===== src/logic/div_params.svh =====
/*
  Width and iteration-count macros for the divide unit.
  DIV_CNT_W must be wide enough to hold DIV_ITER_D.
*/
`ifndef DIV_PARAMS_SVH
`define DIV_PARAMS_SVH

// operand widths
`define DIV_XLEN   64
`define DIV_WLEN   32

// iteration counter
`define DIV_CNT_W  7
`define DIV_ITER_D 64  // doubleword ops, one quotient bit per clock
`define DIV_ITER_W 32  // word ops

`endif


===== src/logic/div_pkg.sv =====
/*
  Shared types for the divide unit.
  The op encoding mirrors funct3 plus a word flag; keep the bit meanings in sync
  with the decode in div_op_ctrl.
*/
`include "div_params.svh"

package div_pkg;

  // ======================================================================
  // operation encoding
  // bit 2 = word form, bit 1 = remainder, bit 0 = unsigned
  // ======================================================================
  typedef enum logic [2:0] {
    DIV_OP_DIV   = 3'b000,
    DIV_OP_DIVU  = 3'b001,
    DIV_OP_REM   = 3'b010,
    DIV_OP_REMU  = 3'b011,
    DIV_OP_DIVW  = 3'b100,
    DIV_OP_DIVUW = 3'b101,
    DIV_OP_REMW  = 3'b110,
    DIV_OP_REMUW = 3'b111
  } div_op_e;

  // ======================================================================
  // operand / result word
  // ======================================================================
  typedef struct packed {
    logic [`DIV_WLEN-1:0] hi;
    logic [`DIV_WLEN-1:0] lo;  // the only half that matters for *w ops
  } div_half_t;

  typedef union packed {
    logic [`DIV_XLEN-1:0] dword;
    div_half_t            half;
  } div_word_u;

endpackage


===== src/logic/div_op_ctrl.sv =====
/*
  Request acceptance, op decode and special-case detection.
  rst_n is synchronous and active HIGH. One operation is held until release_i;
  inputs are sampled only on the accepting edge.
*/
`include "div_params.svh"

module div_op_ctrl (
  input  logic                 clk,
  input  logic                 rst_n,
  input  logic                 in_valid_i,
  input  div_pkg::div_op_e     op_i,
  input  logic [`DIV_XLEN-1:0] dividend_i,
  input  logic [`DIV_XLEN-1:0] divisor_i,
  input  logic                 release_i,
  output logic                 in_ready_o,
  output logic                 start_o,
  output logic                 bypass_o,
  output div_pkg::div_word_u   special_val_o,
  output logic [`DIV_XLEN-1:0] abs_dividend_o,
  output logic [`DIV_XLEN-1:0] abs_divisor_o,
  output logic                 word_o,
  output logic                 neg_quot_o,
  output logic                 neg_rem_o,
  output logic                 sel_rem_o
);
  import div_pkg::*;

  localparam logic [`DIV_WLEN-1:0] W_MIN = {1'b1, {(`DIV_WLEN-1){1'b0}}};
  localparam logic [`DIV_XLEN-1:0] X_MIN = {1'b1, {(`DIV_XLEN-1){1'b0}}};

  typedef enum logic [1:0] {ST_IDLE, ST_PREP, ST_BUSY} state_e;

  state_e    state_q;
  div_op_e   op_q;
  div_word_u dvd_q, dvs_q;      // raw operands as accepted
  div_word_u dvd_ext, dvs_ext;  // sign-extended at op width
  div_word_u dvd_mag, dvs_mag;
  div_word_u special_val;
  logic      is_word, is_rem, is_signed;
  logic      dvd_neg, dvs_neg;
  logic      div_zero, sgn_ovf, special;

  assign in_ready_o = (state_q == ST_IDLE);

  // ======================================================================
  // decode and special cases, evaluated during the prep cycle
  // ======================================================================
  always_comb begin
    is_word   = op_q[2];
    is_rem    = op_q[1];
    is_signed = ~op_q[0];

    // word ops look only at the lo half
    dvd_ext.dword = is_word ? {{`DIV_WLEN{dvd_q.half.lo[`DIV_WLEN-1]}}, dvd_q.half.lo}
                            : dvd_q.dword;
    dvs_ext.dword = is_word ? {{`DIV_WLEN{dvs_q.half.lo[`DIV_WLEN-1]}}, dvs_q.half.lo}
                            : dvs_q.dword;

    dvd_neg = is_signed & dvd_ext.dword[`DIV_XLEN-1];
    dvs_neg = is_signed & dvs_ext.dword[`DIV_XLEN-1];

    // extension preserves zero and all-ones, so one compare covers both widths
    div_zero = (dvs_ext.dword == '0);
    sgn_ovf  = is_signed & (&dvs_ext.dword) &
               (is_word ? (dvd_q.half.lo == W_MIN) : (dvd_q.dword == X_MIN));
    special  = div_zero | sgn_ovf;

    if (div_zero) begin
      special_val.dword = is_rem ? dvd_ext.dword : '1;
    end else begin
      special_val.dword = is_rem ? '0 : dvd_ext.dword;  // overflow
    end

    dvd_mag.dword = dvd_neg ? -dvd_ext.dword : dvd_ext.dword;
    dvs_mag.dword = dvs_neg ? -dvs_ext.dword : dvs_ext.dword;
  end

  // ======================================================================
  // control state
  // ======================================================================
  always_ff @(posedge clk) begin
    if (rst_n) begin
      state_q    <= ST_IDLE;
      start_o    <= 1'b0;
      bypass_o   <= 1'b0;
      word_o     <= 1'b0;
      neg_quot_o <= 1'b0;
      neg_rem_o  <= 1'b0;
      sel_rem_o  <= 1'b0;
    end else begin
      start_o  <= 1'b0;  // single-cycle pulses
      bypass_o <= 1'b0;
      case (state_q)
        ST_IDLE: if (in_valid_i) state_q <= ST_PREP;
        ST_PREP: begin
          state_q    <= ST_BUSY;
          start_o    <= ~special;
          bypass_o   <= special;
          word_o     <= is_word;
          neg_quot_o <= dvd_neg ^ dvs_neg;
          neg_rem_o  <= dvd_neg;  // remainder follows dividend sign
          sel_rem_o  <= is_rem;
        end
        ST_BUSY: if (release_i) state_q <= ST_IDLE;
        default: state_q <= ST_IDLE;
      endcase
    end
  end

  // payload
  always_ff @(posedge clk) begin
    if (in_valid_i && in_ready_o) begin
      op_q        <= op_i;
      dvd_q.dword <= dividend_i;
      dvs_q.dword <= divisor_i;
    end
    if (state_q == ST_PREP) begin
      special_val_o <= special_val;
      // word dividend sits in the upper half, the core eats it from the top
      abs_dividend_o <= is_word ? {dvd_mag.half.lo, {`DIV_WLEN{1'b0}}} : dvd_mag.dword;
      abs_divisor_o  <= is_word ? {{`DIV_WLEN{1'b0}}, dvs_mag.half.lo} : dvs_mag.dword;
    end
  end

endmodule


===== src/logic/div_iter_core.sv =====
/*
  Restoring divider, one quotient bit per clock on unsigned magnitudes.
  The first step is taken on the start edge, so done_o rises N cycles after
  start_i. start_i must not arrive while a division is running.
*/
`include "div_params.svh"

module div_iter_core (
  input  logic                 clk,
  input  logic                 rst_n,
  input  logic                 start_i,
  input  logic                 word_i,
  input  logic [`DIV_XLEN-1:0] dividend_i,
  input  logic [`DIV_XLEN-1:0] divisor_i,
  output logic                 done_o,
  output logic [`DIV_XLEN-1:0] quotient_o,
  output logic [`DIV_XLEN-1:0] remainder_o
);

  localparam int XL = `DIV_XLEN;

  logic [2*XL-1:0]       rq_q;     // {partial remainder, dividend/quotient}
  logic [XL-1:0]         dvs_q;
  logic [`DIV_CNT_W-1:0] cnt_q;    // steps still to go
  logic [`DIV_CNT_W-1:0] iter_n;
  logic [2*XL-1:0]       rq_src;
  logic [XL-1:0]         dvs_src;
  logic [XL:0]           trial;    // 65 bits, top bit is the borrow
  logic [2*XL-1:0]       rq_nxt;
  logic                  busy;

  assign iter_n = word_i ? `DIV_CNT_W'(`DIV_ITER_W) : `DIV_CNT_W'(`DIV_ITER_D);
  assign busy   = (cnt_q != '0);

  // ======================================================================
  // one restoring step
  // ======================================================================
  always_comb begin
    // on start, step straight from the fresh operands
    rq_src  = start_i ? {{XL{1'b0}}, dividend_i} : rq_q;
    dvs_src = start_i ? divisor_i : dvs_q;

    // shifted partial remainder can be XL+1 bits wide
    trial = rq_src[2*XL-1:XL-1] - {1'b0, dvs_src};

    if (trial[XL]) begin
      rq_nxt = {rq_src[2*XL-2:0], 1'b0};                   // restore
    end else begin
      rq_nxt = {trial[XL-1:0], rq_src[XL-2:0], 1'b1};      // keep difference
    end
  end

  always_ff @(posedge clk) begin
    if (rst_n) begin
      cnt_q  <= '0;
      done_o <= 1'b0;
    end else begin
      done_o <= 1'b0;
      if (start_i) begin
        cnt_q <= iter_n - 1'b1;  // first step already taken
      end else if (busy) begin
        cnt_q  <= cnt_q - 1'b1;
        done_o <= (cnt_q == `DIV_CNT_W'(1));
      end
    end
  end

  always_ff @(posedge clk) begin
    if (start_i || busy) rq_q <= rq_nxt;
    if (start_i) dvs_q <= divisor_i;
  end

  // word ops leave the quotient in the low 32 bits after 32 shifts
  assign quotient_o  = rq_q[XL-1:0];
  assign remainder_o = rq_q[2*XL-1:XL];

endmodule


===== src/logic/div_result_fmt.sv =====
/*
  Sign fix-up, quotient/remainder select and output register.
  rst_n is synchronous and active HIGH. result_o holds until out_ready_i;
  release_o is combinational from out_valid_o and out_ready_i.
*/
`include "div_params.svh"

module div_result_fmt (
  input  logic                 clk,
  input  logic                 rst_n,
  input  logic                 done_i,
  input  logic                 bypass_i,
  input  div_pkg::div_word_u   special_val_i,
  input  logic [`DIV_XLEN-1:0] quotient_i,
  input  logic [`DIV_XLEN-1:0] remainder_i,
  input  logic                 neg_quot_i,
  input  logic                 neg_rem_i,
  input  logic                 sel_rem_i,
  input  logic                 word_i,
  input  logic                 out_ready_i,
  output logic                 out_valid_o,
  output logic [`DIV_XLEN-1:0] result_o,
  output logic                 release_o
);
  import div_pkg::*;

  div_word_u raw_val;
  div_word_u sgn_val;
  div_word_u fmt_val;
  logic      negate;

  // ======================================================================
  // formatting
  // ======================================================================
  always_comb begin
    raw_val.dword = sel_rem_i ? remainder_i : quotient_i;
    negate        = sel_rem_i ? neg_rem_i : neg_quot_i;

    sgn_val.dword = negate ? -raw_val.dword : raw_val.dword;  // two's complement

    // *w results: sign-extend bit 31 of the lo half
    if (word_i) begin
      fmt_val.dword = {{`DIV_WLEN{sgn_val.half.lo[`DIV_WLEN-1]}}, sgn_val.half.lo};
    end else begin
      fmt_val.dword = sgn_val.dword;
    end
  end

  // ======================================================================
  // output register
  // ======================================================================
  assign release_o = out_valid_o & out_ready_i;

  always_ff @(posedge clk) begin
    if (rst_n) begin
      out_valid_o <= 1'b0;
    end else if (done_i || bypass_i) begin
      out_valid_o <= 1'b1;
    end else if (release_o) begin
      out_valid_o <= 1'b0;
    end
  end

  // bypass value already sign-extended upstream
  always_ff @(posedge clk) begin
    if (bypass_i) begin
      result_o <= special_val_i.dword;
    end else if (done_i) begin
      result_o <= fmt_val.dword;
    end
  end

endmodule


===== src/logic/div_unit_top.sv =====
/*
  Iterative RV64M divide unit, one operation in flight.
  Latency from acceptance: 66 cycles doubleword, 34 word, 2 for div-by-zero
  or signed overflow. rst_n is synchronous and active HIGH.
*/
`include "div_params.svh"

module div_unit_top (
  input  logic                 clk,
  input  logic                 rst_n,
  input  logic                 in_valid_i,
  output logic                 in_ready_o,
  input  div_pkg::div_op_e     op_i,
  input  logic [`DIV_XLEN-1:0] dividend_i,
  input  logic [`DIV_XLEN-1:0] divisor_i,
  output logic                 out_valid_o,
  input  logic                 out_ready_i,
  output logic [`DIV_XLEN-1:0] result_o
);
  import div_pkg::*;

  logic                 start, bypass, done, release_w;
  logic                 word, neg_quot, neg_rem, sel_rem;
  logic [`DIV_XLEN-1:0] abs_dividend, abs_divisor;
  logic [`DIV_XLEN-1:0] quotient, remainder;
  div_word_u            special_val;

  div_op_ctrl ctrl_i (
    .clk(clk), .rst_n(rst_n),
    .in_valid_i(in_valid_i), .op_i(op_i),
    .dividend_i(dividend_i), .divisor_i(divisor_i),
    .release_i(release_w), .in_ready_o(in_ready_o),
    .start_o(start), .bypass_o(bypass), .special_val_o(special_val),
    .abs_dividend_o(abs_dividend), .abs_divisor_o(abs_divisor),
    .word_o(word), .neg_quot_o(neg_quot), .neg_rem_o(neg_rem), .sel_rem_o(sel_rem)
  );

  div_iter_core core_i (
    .clk(clk), .rst_n(rst_n),
    .start_i(start), .word_i(word),
    .dividend_i(abs_dividend), .divisor_i(abs_divisor),
    .done_o(done), .quotient_o(quotient), .remainder_o(remainder)
  );

  div_result_fmt fmt_i (
    .clk(clk), .rst_n(rst_n),
    .done_i(done), .bypass_i(bypass), .special_val_i(special_val),
    .quotient_i(quotient), .remainder_i(remainder),
    .neg_quot_i(neg_quot), .neg_rem_i(neg_rem), .sel_rem_i(sel_rem), .word_i(word),
    .out_ready_i(out_ready_i), .out_valid_o(out_valid_o),
    .result_o(result_o), .release_o(release_w)
  );

endmodule


===== config.mk =====
export PLATFORM = sky130hd
export DESIGN_NAME = div_unit_top
export DESIGN_NICKNAME = d
export VERILOG_FILES = /design/src/logic/div_pkg.sv /design/src/logic/div_op_ctrl.sv /design/src/logic/div_iter_core.sv /design/src/logic/div_result_fmt.sv /design/src/logic/div_unit_top.sv
export VERILOG_INCLUDE_DIRS = /design/src /design/src/logic
export SDC_FILE = /design/constraint.sdc
export NUM_CORES = 1
export LEC_CHECK = 0
export BUFFER_PORTS_ARGS = -buffer_cell sky130_fd_sc_hd__buf_2
export CAP_MARGIN = 20
export CORE_MARGIN = 2
export CORE_UTILIZATION = 30
export CTS_CLUSTER_SIZE = 28
export DETAILED_ROUTE_END_ITERATION = 10
export PLACE_DENSITY_LB_ADDON = 0.3
export SLEW_MARGIN = 20
export SYNTH_ARGS = -nofsm -noshare
export SYNTH_HDL_FRONTEND = slang
export SYNTH_SLANG_ARGS = --single-unit

===== constraint.sdc =====
create_clock -name clk -period 6 [get_ports clk]
set_input_delay 1.2 -clock clk [delete_from_list [all_inputs] [get_ports clk]]
set_output_delay 1.2 -clock clk [all_outputs]
set_load 0.005 [all_outputs]

# After elaboration in Yosys (flattened, before gate mapping)
# Cells that the tools add are included.
classes:
  add_sub_neg: 6
  eq_ne: 7
  muxes: 26
  n_bitwise: 11
  reduce_logical: 13
op_table:
  columns: ["cell", "count"]
  rows:
  - ["$mux W64", 14]
  - ["$mux W128", 2]
  - ["$neg A64 Y64", 3]
  - ["$sub A65 B64 Y65", 1]
  - ["$eq A64 B64 Y1 const B", 1]
  - ["$logic_not A64 Y1", 1]
  - ["$reduce_and A64 Y1", 1]
  - ["$eq A32 B32 Y1 const B", 1]
  - ["$mux W7", 3]
  - ["$sub A7 B1 Y7 const B", 2]
  - ["$eq A7 B1 Y1 const B", 1]
  - ["$reduce_bool A7 Y1", 1]
  - ["$pmux W2 S3", 1]
  - ["$reduce_bool A2 Y1", 3]
  - ["$and A1 B1 Y1", 5]
  - ["$mux W1", 4]
  - ["$mux W2", 2]
  - ["$not A1 Y1", 4]
  - ["$reduce_or A3 Y1", 1]
  - ["$eq A2 B1 Y1 const B", 1]
  - ["$eq A2 B2 Y1 const B", 1]
  - ["$logic_not A2 Y1", 1]
  - ["$logic_or A1 B1 Y1", 2]
  - ["$ne A2 B1 Y1 const B", 1]
  - ["6 further kinds", 6]
totals:
  register_bits: 596
  in_bits: 135
  out_inout_bits: 66
  word_cells: 84

# Depth between registers and ports, before layout
logic_depth:
  depth_word: 6
  mapped_depth: 20

# Cells and area by module
# A second synthesis with hierarchy kept.
unflattened:
  hier_cells: 3067
  hier_area_um2: 33139.3
by_module_without_submodules:
  columns: ["mod", "instances", "cells_per_inst", "area_each_um2"]
  rows:
  - ["div_op_ctrl", 1, 1188, 15009.4]
  - ["div_iter_core", 1, 1194, 12050.3]
  - ["div_result_fmt", 1, 685, 6079.6]

# Least setup slack after synthesis
# OpenSTA, ideal clock, no wires.
synth_path:
  kind: "reg2reg"
  startpoint: "register ctrl_i.sel_rem_o"
  endpoint: "register fmt_i.result_o[46], data pin"
  setup_ns: 0.260
  arrival_time_ns: 5.094
  required_ns: 5.740
  path_slack_ns: 0.646
  stages_incl_launch_ff: 21
  path_buffers: 9
  period_less_slack_ns: 5.354
  cell_sequence: "dfxtp_1 -> buf_4 -> buf_6 -> buf_2 -> buf_2 -> buf_2 -> buf_2 -> buf_2 -> buf_2 -> buf_2 -> mux2i_1 -> ha_1 -> o211ai_1 -> or4b_4 -> or4_4 -> nor4b_4 -> nand3_2 -> o21ai_1 -> xnor2_1 -> o21ai_1 -> mux2_2"
synth_via:
  elab_chain_len: 6
  word_cells_on_any_way: 7
synth_lines:
  columns: ["item", "line_no", "rtl"]
  rows:
  - ["from (decl)", "div_op_ctrl.sv:25", "output logic sel_rem_o"]
  - ["from (signal assigned)", "div_op_ctrl.sv:103", "sel_rem_o <= is_rem;"]
  - ["$mux W64", "div_result_fmt.sv:36", "raw_val.dword = sel_rem_i ? remainder_i : quotient_i;"]
  - ["$neg A64 Y64", "div_result_fmt.sv:39", "sgn_val.dword = negate ? -raw_val.dword : raw_val.dword;"]
  - ["$mux W64 (*)", "div_result_fmt.sv:39", null]
  - ["$mux W64 (*)", "div_result_fmt.sv:42", "if (word_i) begin"]
  - ["$mux W64 (*)", "div_result_fmt.sv:68", "end else if (done_i) begin"]
  - ["$mux W64 (*)", "div_result_fmt.sv:66", "if (bypass_i) begin"]
  - ["to (signal assigned)", "div_result_fmt.sv:67", "result_o <= special_val_i.dword;"]
  - ["to (signal assigned)", "div_result_fmt.sv:69", "result_o <= fmt_val.dword;"]
  - ["to (decl)", "div_result_fmt.sv:22", "output logic [`DIV_XLEN-1:0] result_o,"]
# Every way passes the cells marked *; elsewhere a longest branch is shown, timed or not. The select of a mux whose other input is x is not followed.
# A chain may end at the register's enable or synchronous reset.

# Worst setup path in the final report
layout_path:
  startpoint: "register ctrl_i.start_o"
  endpoint: "register core_i.rq_q[87], data pin"
layout_via:
  elab_chain_len: 3
  word_cells_on_any_way: 4
layout_lines:
  columns: ["item", "line_no", "rtl"]
  rows:
  - ["from (decl)", "div_op_ctrl.sv:17", "output logic start_o,"]
  - ["from (signal assigned)", "div_op_ctrl.sv:98", "start_o <= ~special;"]
  - ["$mux W64", null, null]
  - ["net core_i.dvs_src[0]", "div_iter_core.sv:27", "logic [XL-1:0] dvs_src;"]
  - ["$sub A65 B64 Y65", "div_iter_core.sv:44", "trial = rq_src[2*XL-1:XL-1] - {1'b0, dvs_src};"]
  - ["$mux W128", "div_iter_core.sv:46", "if (trial[XL]) begin"]
  - ["net core_i.rq_nxt[87]", "div_iter_core.sv:29", "logic [2*XL-1:0] rq_nxt;"]
  - ["to (signal assigned)", "div_iter_core.sv:69", "if (start_i || busy) rq_q <= rq_nxt;"]
  - ["to (decl)", "div_iter_core.sv:22", "logic [2*XL-1:0] rq_q;"]
# The timed path passes the listed nets, and every way through them passes these cells.

==> results.md <==
- Outcome: complete, no violations
- R2R Path End: core_i.rq_q[87]$_DFFE_PP_
- Worst path cell trace: mux2_2 > ha_1 > fa_1 > nor2b_1 > o31a_1 > o21ai_1 > a2111oi_2 > nor3_1 > o22ai_1 > buf_4 > o21ai_1 > a41oi_1 > nand2_1 > inv_2 > mux2_2
- ANT cells: 0
- Crit path largest cell delay: 0.53 ns
- Worst EP required: 6.39 ns
- Total Routing Usage GR: 0.1698
- Kind of critical path: flip-flop to flip-flop
- Leakage Power: 13.36 nW
- Worst Path Arrival: 5.10 ns
- Sw frac: 0.3820
- XOR/XNOR Fraction of Synth Area: 0.06048
- Pwr Density: 495.9 nW/um^2
- Clock power frac: 0.254
- TNS Setup: 0 ns
- Part of the cycle the worst path needs: 0.7847
- Crit Path Max Fanout: 22
- Simple-gate share of the synthesized area: 0.1411
- Library cells used by synthesis: 88
- FP Rows: 120
- Fmax: 0.2124 GHz
- Total Power Consumption: 18.57 mW
- Worst rel slew slack: 0.2614
- Via total after detailed routing: 23415
- Cell Area, Synth: 32290 sq um
- Most common cell after layout, fill and taps aside: edfxtp_1
- Register-to-register setup slack: 1.29 ns
- Total gr overflow: 0
- R2r worst-path depth: 15
- Initial antenna violation count: 2
- Reg2Reg Launch Point: ctrl_i.start_o$_SDFF_PP0_
- Hold_sp: core_i.dvs_q[7]$_DFF_P_
- Number of buffers created by CTS: 75
- Slew Viols, Final: 0
- Buffer count from post-CTS setup fixing: 0
- Synth Register Bits: 596
- Routed Antenna Nets: 0
- Nets: 3369
- Hold_buf cts: 0
- Mux share of post-synthesis cell area: 0.07803
- Sequential share of the synthesized area: 0.5291
- CTS clk-pin slew, worst paths: 0.06 ns
- Yosys synthesis warning count: 0
- # fillers: 10659
- Worst setup SP type: flip-flop
- Worst Clk Skew: 0.03419 ns
- EDFF count, synth: 515
- CTS tree: yes
- Global-route wire length before repair: 143800 um
- Initial core utilization: 0.3021
- RSZ-0062 raised after global routing: no
- WL/cell: 20.73 um
- Root Driver: clkbuf_16
- Die area: 110300 sq um
- Vias in the first global route: 22478
- Vias/cell: 5.058
- Area growth syn-to-layout: 15.97%
- Fin util: 0.3503
- Combinational family with the most area after synthesis: simple AND/OR/NAND/NOR gates
- Cells after Synth: 2999
- Final setup viols: 0
- Compound-cell area share of the yosys netlist: 0.1330
- Net Count, Synth: 3205
- Drt drc: 0
- H-tree depth: 3
- Worst path slowest cell: dfxtp_4
- Clock Sinks: 596
- Switching component of the power: 7.094 mW
- Crit path capture: core_i.rq_q[87]$_DFFE_PP_
- Final Critical Period: 4.708 ns
- P_int: 11.48 mW
- Slew @ Worst Pin: 1.098 ns
- IO Port Bufs: 200
- Fraction of layout cells with a size suffix above 1: 0.1646
- Sequential share of power: 0.358
- Crit path capture type: flip-flop
- RePlAce Congestion: 0.9093
- Initial DRC Count: 2001
- Die width: 332.1 um
- Largest net degree at the start of global routing: 133
- DRT Pass-1 Iters: 5
- Ys async rst share: 0
- Die H: 332.1 um
- MaxCap Viol Count: 0
- Critical Path Start: ctrl_i.start_o$_SDFF_PP0_
- Most frequent cells in the layout: 515 x edfxtp_1, 283 x nor2_1, 251 x o21ai_0
- Placeable Area: 106900 sq um
- Mean Syn Cell Area: 10.77 sq um
- Worst IR Drop VDD: 379.1 uV
- Gate power share: 0.388
- WL final: 95970 um
- Final Hold Vio Count: 0
- Post-cts sizing count: 0
- Synth Area in Adders: 0.02774
- Io pins: 201
- Clk_lat worst skew: 0.66 ns
- Worst min path class: flip-flop to flip-flop
- Deepest clock path buffer count: 3
- Primary FF master, synth: edfxtp_1
- DP HPWL: 70690 um
-- synthesized netlist by cell type, types with 34 or more instances --
| cell | n | area (sq um) |
|---|---|---|
| a21o_1 | 50 | 375.4 |
| a21oi_1 | 223 | 1116 |
| clkbuf_1 | 125 | 469.2 |
| dfxtp_1 | 81 | 1622 |
| edfxtp_1 | 515 | 15460 |
| ha_1 | 70 | 875.8 |
| inv_1 | 96 | 360.4 |
| mux2_2 | 107 | 1205 |
| mux2i_1 | 126 | 1261 |
| nand2_1 | 160 | 600.6 |
| nand2b_1 | 57 | 356.6 |
| nor2_1 | 284 | 1066 |
| nor2b_1 | 90 | 563.0 |
| nor3_1 | 96 | 480.5 |
| o21ai_0 | 251 | 1256 |
| o31ai_1 | 34 | 255.2 |
| xnor2_1 | 124 | 1086 |
| xor2_1 | 99 | 867.1 |
-- per-layer routing --
| metal | vias to the layer above | track usage | routed length [um] |
|---|---|---|---|
| met2 | 751 | 0.2485 | 40620 |
| met4 | 0 | 0.04990 | 2487 |
| li1 | 11349 | - | - |
| met5 | - | 0 | 0 |
| met1 | 11174 | 0.2539 | 47160 |
| met3 | 141 | 0.02931 | 5714 |
-- worst min-delay path by stage --
stage,endpoint,depth (start not counted)
2_1_floorplan,core_i.dvs_q[10]$_DFF_P_,2
6_report,core_i.dvs_q[7]$_DFF_P_,2
4_1_cts,core_i.dvs_q[7]$_DFF_P_,2
5_1_grt,core_i.dvs_q[57]$_DFF_P_,2
3_3_place_gp,core_i.dvs_q[59]$_DFF_P_,2
3_5_place_dp,core_i.dvs_q[7]$_DFF_P_,2
-- cell type report --
type	instances	area, sq um	share of cell area
Multi-Input combinational cell	2151	14270	0.3809
Tap cell	1403	1755	0.04687
Inverter	98	375.4	0.01002
Clock buffer	94	2062	0.05506
Timing Repair Buffer	241	1346	0.03595
Sequential cell	596	17100	0.4565
Clock inverter	46	546.8	0.01460
-- per-stage QoR --
step | instance area (sq um) | setup WS (ns) | hold slack, ns | cells
global route | 37450 | 0.9970 | 0.4798 | 4629
detailed placement | 34840 | 1.336 | 0.4522 | 4489
floorplan | 32290 | 0.6458 | 0.4309 | 2999
CTS | 37450 | 1.303 | 0.4645 | 4629
finish | 37450 | 1.292 | 0.4606 | 4629
global placement | 34840 | 1.369 | 0.4495 | 4489
-- flip-flops by register name, summed over array words and instances (netlist names), 2 cells and up --
register and cells:
ctrl_i.state_q 2, core_i.rq_q 128, ctrl_i.special_val_o 64, ctrl_i.op_q 3
ctrl_i.abs_dividend_o 64, ctrl_i.abs_divisor_o 64, ctrl_i.dvd_q 64, core_i.cnt_q 7
core_i.dvs_q 64, fmt_i.result_o 64, ctrl_i.dvs_q 64
-- power by group through the flow --
stage | Clock [mW] | Combinational (mW) | Sequential, mW
global route | 5.00 | 7.95 | 6.75
finish | 4.72 | 7.21 | 6.64
global placement | 0 | 7.08 | 6.70
CTS | 4.86 | 7.12 | 6.63
floorplan | 0 | 5.13 | 6.43
detailed placement | 0 | 7.07 | 6.71
-- critical path: cells and delay by family (launching register included) --
kind                       cells  cell delay (ns)
AOI/OAI and AO/OA              6             1.54
adders and majority gates      2             0.64
buffers and inverters          2             0.41
DFF                            1             0.53
muxes                          2             0.77
and+or+nand+nor                3             0.51
-- kinds of logic after synthesis --
| group | Yosys count |
|---|---|
| simple gates | 889 |
| compound gates | 731 |
| flops | 596 |
| buf+inv | 252 |
| mux | 237 |
| xor+xnor | 223 |
| fa+ha+maj | 71 |
Note: power is estimated with default switching activity, not from simulation.
